--- config.mk ---
export PLATFORM = sky130hd
export DESIGN_NAME = conv_ctrl_top
export DESIGN_NICKNAME = d
export VERILOG_FILES = /design/src/conv_ctrl_pkg.sv /design/src/job_config.sv /design/src/stream_counters.sv /design/src/ctrl_fsm.sv /design/src/datapath_ctrl_decode.sv /design/src/conv_ctrl_top.sv
export SDC_FILE = /design/constraint.sdc
export NUM_CORES = 1
export LEC_CHECK = 0
export ABC_AREA = 1
export BUFFER_PORTS_ARGS = -buffer_cell sky130_fd_sc_hd__buf_2
export CORE_MARGIN = 2
export CORE_UTILIZATION = 30
export CTS_CLUSTER_SIZE = 25
export DETAILED_ROUTE_END_ITERATION = 6
export MAX_ROUTING_LAYER = met4
export RECOVER_POWER = 100
export SYNTH_ARGS = -nofsm -noshare
export SYNTH_HDL_FRONTEND = slang
export SYNTH_HIERARCHICAL = 1
export SYNTH_SLANG_ARGS = --single-unit
--- constraint.sdc ---
create_clock -name clk -period 5.1 [get_ports clk]
set_input_delay 0.255 -clock clk [delete_from_list [all_inputs] [get_ports clk]]
set_output_delay 0.255 -clock clk [all_outputs]
set_load 0.05 [all_outputs]
--- src/conv_ctrl_pkg.sv ---
package conv_ctrl_pkg;

    // ======================================================================
    // Widths
    // ======================================================================
    localparam int N_W   = 7;   // Matrix size N
    localparam int K_W   = 5;   // Kernel size K
    localparam int CNT_W = 16;  // Beat and cycle counters

    // ======================================================================
    // Controller states
    // ======================================================================
    typedef enum logic [2:0] {
        S_IDLE         = 3'd0,
        S_LOAD_WEIGHTS = 3'd1,
        S_LOAD_INPUT   = 3'd2,
        S_COMPUTE      = 3'd3,
        S_DRAIN        = 3'd4,
        S_DONE         = 3'd5
    } ctrl_state_e;

    // AGU operating modes
    typedef enum logic [2:0] {
        AGU_IDLE        = 3'd0,
        AGU_LOAD_WEIGHT = 3'd1,
        AGU_LOAD_INPUT  = 3'd2,
        AGU_SLIDING_WIN = 3'd3,
        AGU_UNLOAD      = 3'd4
    } agu_mode_e;

    // ======================================================================
    // Control structs
    // ======================================================================

    // Latched job, totals derived at accept
    typedef struct packed {
        logic [N_W-1:0]   n;
        logic [K_W-1:0]   k;
        logic [CNT_W-1:0] total_weights;  // K*K
        logic [CNT_W-1:0] total_outputs;  // (N-K+1)^2
    } job_cfg_t;

    typedef struct packed {
        agu_mode_e mode;
        logic      start;   // One-cycle pulse per state entry
    } agu_ctrl_t;

    typedef struct packed {
        logic write_en;     // Stream beat into SRAM
        logic read_en;      // Results out of SRAM
        logic bank_sel;     // Input ping-pong bank
    } mem_ctrl_t;

    typedef struct packed {
        logic clear;        // Accumulator clear, once per job
        logic load_weight;
        logic mem_read;
        logic mem_write;
    } sa_ctrl_t;

endpackage

--- src/job_config.sv ---
`timescale 1ns/1ns

module job_config import conv_ctrl_pkg::*; (
    input  logic           clk,
    input  logic           rst_n,
    input  logic           accept,   // Job taken by FSM this cycle
    input  logic [N_W-1:0] cfg_n,
    input  logic [K_W-1:0] cfg_k,
    output job_cfg_t       job
);

    // ======================================================================
    // Totals from the raw host config
    // ======================================================================
    logic [N_W-1:0]   out_dim;        // N-K+1, side of output map
    logic [CNT_W-1:0] weights_calc;
    logic [CNT_W-1:0] outputs_calc;

    assign out_dim      = cfg_n - N_W'(cfg_k) + N_W'(1);
    assign weights_calc = CNT_W'(cfg_k) * CNT_W'(cfg_k);    // K*K beats
    assign outputs_calc = CNT_W'(out_dim) * CNT_W'(out_dim);

    // Held for the whole job, only reloaded on accept
    always_ff @(posedge clk or negedge rst_n) begin
        if (!rst_n) begin
            job <= '0;
        end else if (accept) begin
            job.n             <= cfg_n;
            job.k             <= cfg_k;
            job.total_weights <= weights_calc;
            job.total_outputs <= outputs_calc;
        end
    end

endmodule

--- src/stream_counters.sv ---
`timescale 1ns/1ns

module stream_counters import conv_ctrl_pkg::*; #(
    parameter int ARRAY_SIZE = 8
) (
    input  logic        clk,
    input  logic        rst_n,
    input  ctrl_state_e state,
    input  logic        state_entry,
    input  job_cfg_t    job,
    input  logic        rx_valid,
    input  logic        rx_ready,
    input  logic        tx_valid,
    input  logic        tx_ready,
    output logic        weights_done,   // Last weight beat this cycle
    output logic        tile_loaded,    // Last input beat this cycle
    output logic        tile_drained,   // Current tile owes nothing more
    output logic        job_drained,    // All job outputs sent
    output logic        last_tile,      // Remaining outputs fit in one tile
    output logic        weight_beat,
    output logic        input_beat
);

    localparam logic [CNT_W-1:0] TILE_INPUTS  = CNT_W'(ARRAY_SIZE * ARRAY_SIZE);
    localparam logic [CNT_W-1:0] TILE_OUTPUTS = CNT_W'(ARRAY_SIZE * ARRAY_SIZE);

    logic [CNT_W-1:0] weight_cnt;
    logic [CNT_W-1:0] in_cnt;       // Per tile
    logic [CNT_W-1:0] out_cnt;      // Per tile
    logic [CNT_W-1:0] out_total;    // Whole job
    logic [CNT_W-1:0] outputs_left; // Owed at start of current tile
    logic [CNT_W-1:0] tile_owed;
    logic             tx_beat;

    // ======================================================================
    // Beat strobes
    // ======================================================================
    assign weight_beat = rx_valid && rx_ready && (state == S_LOAD_WEIGHTS);
    assign input_beat  = rx_valid && rx_ready && (state == S_LOAD_INPUT);
    assign tx_beat     = tx_valid && tx_ready;

    // Adding back out_cnt keeps this steady across the drain
    assign outputs_left = job.total_outputs - out_total + out_cnt;
    assign tile_owed    = (outputs_left < TILE_OUTPUTS) ? outputs_left : TILE_OUTPUTS;

    // ======================================================================
    // Phase completion
    // ======================================================================
    assign weights_done = weight_beat && (weight_cnt == job.total_weights - CNT_W'(1));
    assign tile_loaded  = input_beat && (in_cnt == TILE_INPUTS - CNT_W'(1));
    assign tile_drained = (out_cnt == tile_owed);
    assign job_drained  = (out_total >= job.total_outputs);
    assign last_tile    = (outputs_left <= TILE_OUTPUTS);

    // ======================================================================
    // Counters
    // ======================================================================
    always_ff @(posedge clk or negedge rst_n) begin
        if (!rst_n) begin
            weight_cnt <= '0;
            in_cnt     <= '0;
            out_cnt    <= '0;
            out_total  <= '0;
        end else begin
            // Phase counters idle at zero outside their own state
            if (state != S_LOAD_WEIGHTS) weight_cnt <= '0;
            else if (weight_beat)        weight_cnt <= weight_cnt + CNT_W'(1);

            if (state != S_LOAD_INPUT) in_cnt <= '0;
            else if (input_beat)       in_cnt <= in_cnt + CNT_W'(1);

            if (state != S_DRAIN) out_cnt <= '0;
            else if (tx_beat)     out_cnt <= out_cnt + CNT_W'(1);

            // Job total restarts with the weight phase
            if (state_entry && state == S_LOAD_WEIGHTS) begin
                out_total <= '0;
            end else if (tx_beat) begin
                out_total <= out_total + CNT_W'(1);
            end
        end
    end

endmodule

--- src/ctrl_fsm.sv ---
`timescale 1ns/1ns

module ctrl_fsm import conv_ctrl_pkg::*; (
    input  logic             clk,
    input  logic             rst_n,
    input  logic             host_req,
    input  logic             tile_ack,
    input  logic             weights_done,
    input  logic             tile_loaded,
    input  logic             tile_drained,
    input  logic             job_drained,
    input  logic             last_tile,
    output logic             accept,
    output ctrl_state_e      state,
    output logic             state_entry,   // First cycle of a new state
    output logic             host_ack,
    output logic             rx_ready,
    output logic             tx_valid,
    output logic             tile_req,
    output logic             last_tile_out,
    output logic [CNT_W-1:0] cycle_count
);

    ctrl_state_e next_state;

    // ======================================================================
    // Handshakes and stream gating
    // ======================================================================
    assign host_ack = (state == S_DONE);   // Held until host_req drops
    assign accept   = (state == S_IDLE) && host_req && !host_ack;

    assign rx_ready = (state == S_LOAD_WEIGHTS) || (state == S_LOAD_INPUT);
    assign tx_valid = (state == S_DRAIN) && !tile_drained;

    // Request held through COMPUTE, leaves on the ack edge
    assign tile_req      = (state == S_COMPUTE);
    assign last_tile_out = tile_req && last_tile;

    // ======================================================================
    // Next state
    // ======================================================================
    always_comb begin
        next_state = state;
        case (state)
            S_IDLE: begin
                if (accept) next_state = S_LOAD_WEIGHTS;
            end
            S_LOAD_WEIGHTS: begin
                if (weights_done) next_state = S_LOAD_INPUT;
            end
            S_LOAD_INPUT: begin
                if (tile_loaded) next_state = S_COMPUTE;
            end
            S_COMPUTE: begin
                if (tile_ack) next_state = S_DRAIN;
            end
            S_DRAIN: begin
                // Wait for array to drop ack as well
                if (tile_drained && !tile_ack) begin
                    next_state = job_drained ? S_DONE : S_LOAD_INPUT;
                end
            end
            S_DONE: begin
                if (!host_req) next_state = S_IDLE;
            end
            default: next_state = S_IDLE;
        endcase
    end

    // ======================================================================
    // State register and entry strobe
    // ======================================================================
    always_ff @(posedge clk or negedge rst_n) begin
        if (!rst_n) begin
            state       <= S_IDLE;
            state_entry <= 1'b0;
        end else begin
            state       <= next_state;
            state_entry <= (next_state != state);
        end
    end

    // Active cycle profiling, frozen in DONE
    always_ff @(posedge clk or negedge rst_n) begin
        if (!rst_n) begin
            cycle_count <= '0;
        end else if (accept) begin
            cycle_count <= '0;
        end else if (state != S_IDLE && state != S_DONE) begin
            cycle_count <= cycle_count + CNT_W'(1);
        end
    end

endmodule

--- src/datapath_ctrl_decode.sv ---
`timescale 1ns/1ns

module datapath_ctrl_decode import conv_ctrl_pkg::*; (
    input  logic        clk,
    input  logic        rst_n,
    input  ctrl_state_e state,
    input  logic        state_entry,
    input  logic        weight_beat,
    input  logic        input_beat,
    output agu_ctrl_t   agu,
    output mem_ctrl_t   mem,
    output sa_ctrl_t    sa
);

    agu_mode_e mode_dec;
    logic      first_tile;   // No bank swap before first input tile
    logic      start_state;  // States that kick the AGU

    // ======================================================================
    // Mode per state
    // ======================================================================
    always_comb begin
        case (state)
            S_LOAD_WEIGHTS: mode_dec = AGU_LOAD_WEIGHT;
            S_LOAD_INPUT:   mode_dec = AGU_LOAD_INPUT;
            S_COMPUTE:      mode_dec = AGU_SLIDING_WIN;
            S_DRAIN:        mode_dec = AGU_UNLOAD;
            default:        mode_dec = AGU_IDLE;
        endcase
    end

    assign start_state = (state == S_LOAD_WEIGHTS) || (state == S_LOAD_INPUT) ||
                         (state == S_COMPUTE) || (state == S_DRAIN);

    // ======================================================================
    // Registered controls, one cycle behind state
    // ======================================================================
    always_ff @(posedge clk or negedge rst_n) begin
        if (!rst_n) begin
            agu <= '{mode: AGU_IDLE, start: 1'b0};
            mem <= '0;
            sa  <= '0;
        end else begin
            agu.mode  <= mode_dec;
            agu.start <= state_entry && start_state;

            mem.write_en <= weight_beat || input_beat;   // One beat, one write
            mem.read_en  <= (state == S_DRAIN);

            sa.clear       <= state_entry && (state == S_LOAD_WEIGHTS);
            sa.load_weight <= weight_beat;
            sa.mem_read    <= (state == S_COMPUTE);
            sa.mem_write   <= (state == S_DRAIN);   // Results back to SRAM

            // Ping-pong bank
            if (state_entry && state == S_LOAD_WEIGHTS) begin
                mem.bank_sel <= 1'b0;                 // Job start
            end else if (state_entry && state == S_LOAD_INPUT && !first_tile) begin
                mem.bank_sel <= ~mem.bank_sel;
            end
        end
    end

    // First-tile flag, armed by each new job
    always_ff @(posedge clk or negedge rst_n) begin
        if (!rst_n) begin
            first_tile <= 1'b1;
        end else if (state_entry && state == S_LOAD_WEIGHTS) begin
            first_tile <= 1'b1;
        end else if (state_entry && state == S_LOAD_INPUT) begin
            first_tile <= 1'b0;
        end
    end

endmodule

--- src/conv_ctrl_top.sv ---
`timescale 1ns/1ns

module conv_ctrl_top import conv_ctrl_pkg::*; #(
    parameter int ARRAY_SIZE = 8    // Systolic array side
) (
    input  logic             clk,
    input  logic             rst_n,
    // Host
    input  logic             host_req,
    input  logic [N_W-1:0]   cfg_n,
    input  logic [K_W-1:0]   cfg_k,
    output logic             host_ack,
    // Streams
    input  logic             rx_valid,
    output logic             rx_ready,
    output logic             tx_valid,
    input  logic             tx_ready,
    // Tile handshake
    output logic             tile_req,
    output logic             last_tile,
    input  logic             tile_ack,
    // Datapath controls
    output agu_ctrl_t        agu,
    output mem_ctrl_t        mem,
    output sa_ctrl_t         sa,
    // Status
    output ctrl_state_e      state,
    output logic [CNT_W-1:0] cycle_count
);

    // ======================================================================
    // Internal wiring
    // ======================================================================
    job_cfg_t job;
    logic     accept;
    logic     state_entry;
    logic     weights_done;
    logic     tile_loaded;
    logic     tile_drained;
    logic     job_drained;
    logic     last_tile_flag;   // Ungated, from counters
    logic     weight_beat;
    logic     input_beat;

    job_config u_job_config (
        .clk    (clk),
        .rst_n  (rst_n),
        .accept (accept),
        .cfg_n  (cfg_n),
        .cfg_k  (cfg_k),
        .job    (job)
    );

    stream_counters #(
        .ARRAY_SIZE (ARRAY_SIZE)
    ) u_stream_counters (
        .clk          (clk),
        .rst_n        (rst_n),
        .state        (state),
        .state_entry  (state_entry),
        .job          (job),
        .rx_valid     (rx_valid),
        .rx_ready     (rx_ready),
        .tx_valid     (tx_valid),
        .tx_ready     (tx_ready),
        .weights_done (weights_done),
        .tile_loaded  (tile_loaded),
        .tile_drained (tile_drained),
        .job_drained  (job_drained),
        .last_tile    (last_tile_flag),
        .weight_beat  (weight_beat),
        .input_beat   (input_beat)
    );

    ctrl_fsm u_ctrl_fsm (
        .clk           (clk),
        .rst_n         (rst_n),
        .host_req      (host_req),
        .tile_ack      (tile_ack),
        .weights_done  (weights_done),
        .tile_loaded   (tile_loaded),
        .tile_drained  (tile_drained),
        .job_drained   (job_drained),
        .last_tile     (last_tile_flag),
        .accept        (accept),
        .state         (state),
        .state_entry   (state_entry),
        .host_ack      (host_ack),
        .rx_ready      (rx_ready),
        .tx_valid      (tx_valid),
        .tile_req      (tile_req),
        .last_tile_out (last_tile),
        .cycle_count   (cycle_count)
    );

    datapath_ctrl_decode u_datapath_ctrl_decode (
        .clk         (clk),
        .rst_n       (rst_n),
        .state       (state),
        .state_entry (state_entry),
        .weight_beat (weight_beat),
        .input_beat  (input_beat),
        .agu         (agu),
        .mem         (mem),
        .sa          (sa)
    );

endmodule

After elaboration in Yosys (flattened, before gate mapping)
Index checks and enable logic that the tools add are counted.
{"block": "totals", "register_bits": 119, "output_inout_bits": 35, "input_bits": 18, "elab_cells": 104}
{"block": "classes", "bitwise": 1, "order_cmp": 3, "n_mux": 24, "n_eq_ne": 13, "n_addsub": 10, "multipliers": 2, "reduce_logical": 33}
{"operator": "2-to-1 mux 16 bit", "n": 11}
{"operator": "adder 16 x 1 -> 16 bit (second input constant)", "n": 5}
{"operator": "== test 16 bit", "n": 2}
{"operator": "2-to-1 mux 3 bit", "n": 7}
{"operator": "one-hot mux 3 bit (6 select lines)", "n": 1}
{"operator": "adder 16 bit", "n": 1}
{"operator": "== test 16 x 6 -> 1 bit (second input constant)", "n": 1}
{"operator": ">= comparator 16 x 14 -> 1 bit", "n": 1}
{"operator": "<= comparator 16 x 7 -> 1 bit (second input constant)", "n": 1}
{"operator": "logical AND 1 bit", "n": 16}
{"operator": "less-than comparator 16 x 7 -> 1 bit (second input constant)", "n": 1}
{"operator": "subtractor 14 x 16 -> 16 bit", "n": 1}
{"operator": "multiplier 7 x 7 -> 14 bit", "n": 1}
{"operator": "nonzero test 2 bit", "n": 7}
{"operator": "one-hot mux 3 bit (4 select lines)", "n": 1}
{"operator": "subtractor 10 x 1 -> 11 bit (second input constant)", "n": 1}
{"operator": "multiplier 5 x 5 -> 10 bit", "n": 1}
{"operator": "adder 7 x 1 -> 7 bit (second input constant)", "n": 1}
{"operator": "subtractor 7 x 5 -> 7 bit", "n": 1}
{"operator": "== test 3 x 2 -> 1 bit (second input constant)", "n": 2}
{"operator": "== test 3 bit (second input constant)", "n": 2}
{"operator": "!= test 3 bit (second input constant)", "n": 2}
{"operator": "logical NOT 1 bit", "n": 4}
{"operator": "logical OR 1 bit", "n": 4}
{"operator": "8 further kinds", "n": 11}

Depth between registers and ports, before layout
Gate-level depths: netlist (run 1).
{"block": "logic_depth", "ltp_word": 10, "depth_mapped": 35, "mapped_depth_nobuf": 34}

Hierarchy
The synthesis (run 1) kept the hierarchy.
{"mod": "stream_counters", "seq_area_each_um2": 1601.5, "cells_per_inst": 833, "n_inst": 1, "area_each_um2": 5748.0}
{"mod": "job_config", "seq_area_each_um2": 825.8, "cells_per_inst": 424, "n_inst": 1, "area_each_um2": 3256.9}
{"mod": "ctrl_fsm", "seq_area_each_um2": 500.5, "cells_per_inst": 194, "n_inst": 1, "area_each_um2": 1271.2}
{"mod": "datapath_ctrl_decode", "seq_area_each_um2": 276.5, "cells_per_inst": 39, "n_inst": 1, "area_each_um2": 415.4}

Worst setup path before layout (run 1)
OpenSTA, ideal clock, no wires.
{"block": "synth_timing", "path_type": "input -> register", "startpoint": "in cfg_n[1]", "endpoint": "reg u_job_config/job[10] (netlist name)", "path_buffers": 0, "path_slack_ns": 0.079, "setup_time_ns": 0.118, "stages": 28, "t_arrival_ns": 4.903, "required_ns": 4.982, "path_cell_list": "inv_1 -> ha_1 -> inv_1 -> ha_1 -> inv_1 -> fa_1 -> inv_1 -> nand3_1 -> nand2_1 -> nand2_1 -> nand2_2 -> nand2_1 -> fa_1 -> fa_1 -> inv_1 -> fa_1 -> inv_1 -> fa_1 -> inv_1 -> ha_1 -> nand2_1 -> inv_1 -> a21oi_1 -> nor2_1 -> nand2_1 -> nand3_1 -> nand3_1 -> nand2_1"}
{"block": "synth_via", "elab_chain_cells": 3}
{"element": "start, declared", "line_no": "conv_ctrl_top.sv:10", "source": "input logic [N_W-1:0] cfg_n,"}
{"element": "subtractor 7 x 5 -> 7 bit", "line_no": "job_config.sv:19", "source": "assign out_dim = cfg_n - N_W'(cfg_k) + N_W'(1);"}
{"element": "adder 7 x 1 -> 7 bit", "line_no": "job_config.sv:19"}
{"element": "multiplier 7 x 7 -> 14 bit", "line_no": "job_config.sv:21", "source": "assign outputs_calc = CNT_W'(out_dim) * CNT_W'(out_dim);"}
No other way between the ends.
A chain may end at the register's enable or synchronous reset.

Final worst setup path (run 1)
{"block": "layout_timing", "startpoint": "in cfg_n[1]", "endpoint": "reg u_job_config/job[9] (netlist name)"}
{"block": "layout_via", "elab_chain_cells": 3}
{"element": "subtractor 7 x 5 -> 7 bit", "line_no": "job_config.sv:19"}
{"element": "adder 7 x 1 -> 7 bit", "line_no": "job_config.sv:19"}
{"element": "multiplier 7 x 7 -> 14 bit", "line_no": "job_config.sv:21"}
No other way between the ends.

==> out/results.txt, run 1 <==
worst r2r src = u_stream_counters/out_cnt[1]
total CTS buffers = 17
Pint = 3.20 mW
grt total ovfl = 0
Core Area = 0.0337 mm2
fin. max-slew vios = 68
final instance area = 0.0118 mm2
final WL = 24000 um
Area Growth Syn to Fin = 14.6%
port bufs = 52
Initial Utilization = 30.6%
synth warn = 6
Total Routing Usage GR = 14.4%
final cycle utilization of the critical path = 92.4%
Final Setup Violations = 0
most frequent cells in the layout = nand2_1, inv_1, nor2_1
Die W = 189 um
die area = 0.0358 mm2
fill count = 3631
Worst R2R End = u_stream_counters/out_total[12]
max_slew headroom = -143%
I/O pin count = 53
CP Max Fanout = 4
Comb power frac = 61.3%
synthesized area = 0.0103 mm2
Routability Congestion = 0.849
TritonCTS clock tree = built
achievable clock frequency = 0.212 GHz
crit path launch type = primary input
Worst-Skew Late Latency = 0.42 ns
CP max stage delay = 0.55 ns
total vias in the final route = 9240
arrival time worst endpoint = 4.99 ns
WHS = 0.178 ns
Setup WS pre-CTS = -0.168 ns
first-pass GRT wire length = 41900 um
status = finished with violations
clk sinks = 117
Hold EP = u_job_config/job[18]
worst slew pin tran = 3.64 ns
H-tree depth = 4
r2r worst-path depth = 31
Worst EP required = 5.38 ns
dpl hpwl = 19500 um
Total Nets Final = 1677
setup ws final = 0.386 ns
Post-DP Area = 0.0113 mm2
Site Rows = 67
clk_skew = 0.0102 ns
Post-Syn Instances = 1451
switching part of the total = 48.4%
clock period minus worst slack = 4.71 ns
Max-cap violations = 1
routed vias/inst = 4.61
reg2reg setup slack = 0.40 ns
critical path type = primary input to flip-flop
Antenna Cells = 0
Die Height = 189 um
Reg clk slew, reported paths = 0.05 ns
pwr/cell area = 525 mW/mm2
Wirelength per Cell = 12.0 um
Total Power Consumption = 6.20 mW
IR drop worst, VDD = 0.262 mV
commonest non-fill, non-tap cell in the layout = nand2_1
hold path cells = 3
Worst path top cell family by delay = adder cells
Hold Path Class = primary input to flip-flop
Syn Area/Cell = 7.10 um2
switching power = 3.00 mW
Crit. Startpoint = cfg_n[1]
layout cells sized above 1 = 8.93%
First-pass DRT Iterations = 6
clock power share = 18.9%
Post-route DRC = 0
critical path endpoint category = flip-flop
1st-iter DRT viols = 372
vias in the first global route = 9108
Hold Startpoint = cfg_k[0]
largest net degree at the start of global routing = 68
CTS max path bufs = 2
root cell of the clock tree = clkbuf_16
Setup TNS = 0 ns
most used cell, CP = inv_1
initial antenna violation count = 0
Seq pwr share = 19.8%
Slowest-stage cell, CP = fa_1
Final ANT Viol Nets = 0
failing checks = max-capacitance violations, max-slew violations
Final Hold Violating Endpoints = 0
Buf/Inv on CP = 8
Leak = 6.06 nW
## flip-flops by register name (all words and copies together) (netlist names), 4 cells and up
register	count
u_ctrl_fsm/cycle_count	16
u_job_config/job	22
u_datapath_ctrl_decode/agu	4
u_stream_counters/in_cnt	16
u_datapath_ctrl_decode/sa	4
u_stream_counters/weight_cnt	16
u_stream_counters/out_total	16
u_stream_counters/out_cnt	16
## repair_timing
action                     CTS  global route
hold buffers                 1             0
resized for setup            0            10
hold endpoints to repair    22             0
setup endpoints to repair    0            15
buffers inserted             0             1
## metrics by stage
step	utilization [%]	std cells
final	35.0	2004
after global routing	35.0	2004
after CTS	35.2	2003
after detailed placement	33.4	1970
after global placement	33.4	1970
after floorplan	-	1460
## layer usage
layer | vias to the layer above | GRT usage, % | share of wire [%]
li1 | 4794 | - | -
met1 | 4283 | 18.1 | 47
met2 | 125 | 24.0 | 48
met3 | 38 | 2.13 | 2.8
met4 | 0 | 4.41 | 2.0
met5 | - | - | 0
## final cells by class
cell class                 count  area [um2]  area share, %
clock buffer                  18         429           3.63
clock inverter                14         151           1.28
inverter                     283        1060           9.02
multi-input combinational   1038        6200           52.5
sequential                   117        2930           24.8
tap                          448         561           4.75
timing repair buffer          86         470           3.98
## worst register-to-register path, delay by kind of cell, from the launching register on
kind                       cells  cell delay (ns)
AOI/OAI and AO/OA              2             0.19
adders and majority gates      2             0.96
buffers and inverters          7             0.81
DFF                            1             0.40
and+or+nand+nor               20             2.26
## how the worst max path moves through the flow
stage                                 endpoint  depth (start not counted)
final                      u_job_config/job[9]                         26
after global routing      u_job_config/job[13]                         28
after CTS                  u_job_config/job[9]                         26
after detailed placement   u_job_config/job[9]                         26
after global placement    u_job_config/job[10]                         29
after floorplan           u_job_config/job[10]                         28
## power by group through the flow
stage                     sequential [mW]  clock [mW]  combinational (mW)
after floorplan                      1.35           0                2.76
after global placement               1.23           0                3.72
after detailed placement             1.24           0                3.77
after CTS                            1.23        1.20                3.80
after global routing                 1.25        1.25                4.42
final                                1.23        1.17                3.81
(Power assumes the default switching activity.)
==> inputs of run 2 (changes only) <==
--- a/config.mk
+++ b/config.mk
@@ -7,6 +7,7 @@
 export LEC_CHECK = 0
 export ABC_AREA = 1
 export BUFFER_PORTS_ARGS = -buffer_cell sky130_fd_sc_hd__buf_2
+export CORE_ASPECT_RATIO = 1.1
 export CORE_MARGIN = 2
 export CORE_UTILIZATION = 30
 export CTS_CLUSTER_SIZE = 25
==> out/results.txt, run 2 (same netlist as run 1, synthesis figures left out) <==
status = finished with violations
failing checks = max-capacitance violations, max-slew violations
First-pass DRT Iterations = 5 (-1)
grt total ovfl = 0 (unchanged)
root cell of the clock tree = clkbuf_16
Leak = 6.06 nW (about the same)
commonest non-fill, non-tap cell in the layout = nand2_1
Post-route DRC = 0 (unchanged)
largest net degree at the start of global routing = 61 (-10%)
Buf/Inv on CP = 8 (unchanged)
most frequent cells in the layout = nand2_1, inv_1, nor2_1
Die W = 181 um (-4.6%)
Max-cap violations = 1 (unchanged)
total vias in the final route = 9232 (-0.087%)
initial antenna violation count = 0 (unchanged)
final instance area = 0.0118 mm2 (-0.20%)
Site Rows = 71 (+6.0%)
crit path launch type = primary input
final cycle utilization of the critical path = 92.7% (+0.25 points)
Hold Path Class = primary input to flip-flop
hold path cells = 3 (unchanged)
Wirelength per Cell = 12.3 um (+2.5%)
critical path type = primary input to flip-flop
Final Core Density = 34.6% (-0.40 points)
Final Hold Violating Endpoints = 0 (unchanged)
vias in the first global route = 9036 (-0.79%)
dpl hpwl = 20000 um (+2.6%)
H-tree depth = 4 (unchanged)
die area = 0.0358 mm2 (about the same)
Slowest-stage cell, CP = fa_1
pwr/cell area = 524 mW/mm2 (-0.19%)
clk sinks = 117 (unchanged)
fin. max-slew vios = 59 (-13%)
Final Setup Violations = 0 (unchanged)
most used cell, CP = inv_1
Initial Utilization = 30.3% (-0.29 points)
Post-DP Area = 0.0113 mm2 (+0.16%)
r2r worst-path depth = 31 (unchanged)
worst slew pin tran = 3.15 ns (-0.489 ns)
layout cells sized above 1 = 8.92% (-0.017 points)
CP Max Fanout = 4 (unchanged)
number of cells on the critical path = 26 (unchanged)
clock period minus worst slack = 4.73 ns (+0.0128 ns)
Worst EP required = 5.40 ns (+0.02 ns)
port bufs = 52 (unchanged)
TritonCTS clock tree = built
Total Nets Final = 1680 (+0.18%)
Setup TNS = 0 ns (unchanged)
Total Power Consumption = 6.18 mW (-0.39%)
Most flops, register = u_job_config/job
final WL = 24500 um (+2.1%)
fill count = 3631 (unchanged)
max FFs per register = 22 (unchanged)
post-CTS setup buffer count = 0 (unchanged)
first-pass GRT wire length = 41600 um (-0.82%)
clk_skew = 0.0140 ns (+0.00382 ns)
I/O pin count = 53 (unchanged)
routed vias/inst = 4.62 (+0.26%)
Total Routing Usage GR = 14.4% (-0.017 points)
IR drop worst, VDD = 0.321 mV (+23%)
Core Area = 0.0340 mm2 (+0.96%)
Worst-Skew Late Latency = 0.42 ns (about the same)
Area Growth Syn to Fin = 14.4%
Final ANT Viol Nets = 0 (unchanged)
WHS = 0.173 ns (-0.00584 ns)
RSZ-0062 raised after global routing = false
arrival time worst endpoint = 5.03 ns (+0.04 ns)
CP max stage delay = 0.55 ns (about the same)
CTS max path bufs = 2 (unchanged)
Worst path top cell family by delay = adder cells
Die Height = 198 um (+4.8%)
achievable clock frequency = 0.212 GHz (-0.27%)
Routability Congestion = 0.856 (+0.85%)
total CTS buffers = 17 (unchanged)
1st-iter DRT viols = 493 (+33%)
Reg clk slew, reported paths = 0.06 ns (about the same)
max_slew headroom = -110% (+33 points)
critical path endpoint category = flip-flop
Antenna Cells = 0 (unchanged)
==> run 2: cell types whose count changed in the layout (fill, tap and decap cells not counted), sizes merged <==
cell      change
clkbuf        +3
inv           +1
clkinvlp      +1
bufinv        -1
buf           -1
==> run 2: metrics by stage <==
stage	setup WS, ns	std cells
global route	0.00276	1997
detailed placement	-0.193	1964
global placement	-0.133	1964
finish	0.373	1997
floorplan	0.0895	1460
CTS	0.232	1997
==> run 2: cell type report <==
type,count,area [um2],share of cell area (%)
well taps,438,548,4.65
clock buffers,17,425,3.61
repair buffers,89,484,4.11
flip-flops and latches,117,2930,24.9
clock inverters,15,130,1.10
multi-input cells,1038,6200,52.6
inverters,283,1060,9.03
==> run 2: worst paths after layout <==
check | from | endpoint | slack [ns]
worst min-delay path | tile_ack | u_ctrl_fsm/state[2] | 0.17
worst min register to register | u_job_config/job[3] | u_job_config/job[3] | 0.47
min in group asynchronous | rst_n | u_job_config/job[22] | 1.48
worst max register to register | u_stream_counters/out_cnt[9] | u_stream_counters/out_cnt[14] | 0.53
worst max-delay path | cfg_n[1] | u_job_config/job[11] | 0.37
max in group asynchronous | rst_n | u_stream_counters/out_cnt[11] | 1.54
==> run 2: per-layer routing <==
metal / vias to the layer above / track usage (%) / share of wire, % / routed length (um)
li1: 4809 / - / - / -
met1: 4325 / 17.0 / 46 / 11200
met2: 84 / 25.7 / 51 / 12500
met3: 14 / 2.02 / 2.3 / 558
met4: 0 / 3.73 / 0.83 / 203
met5: - / - / 0 / 0
==> run 2: tightest hold or removal path: cells and delay by family <==
kind	cells	cell delay, ns
AO/OA/AOI/OAI	1	0.16
buffers and inverters	1	0.09
AND/OR/NAND/NOR	1	0.05
==> run 2: power breakdown <==
part           switching [mW]  internal, mW  leakage [nW]
Clock                   0.455         0.671         0.270
Sequential              0.146          1.07          1.56
Combinational            2.44          1.39          4.22
Total                    3.04          3.14          6.06
==> run 2: timing repair <==
item	4_1_cts	5_1_grt
hold endpoints to repair	57	0
resized for setup	0	11
hold buffers	1	0
setup endpoints to repair	0	11
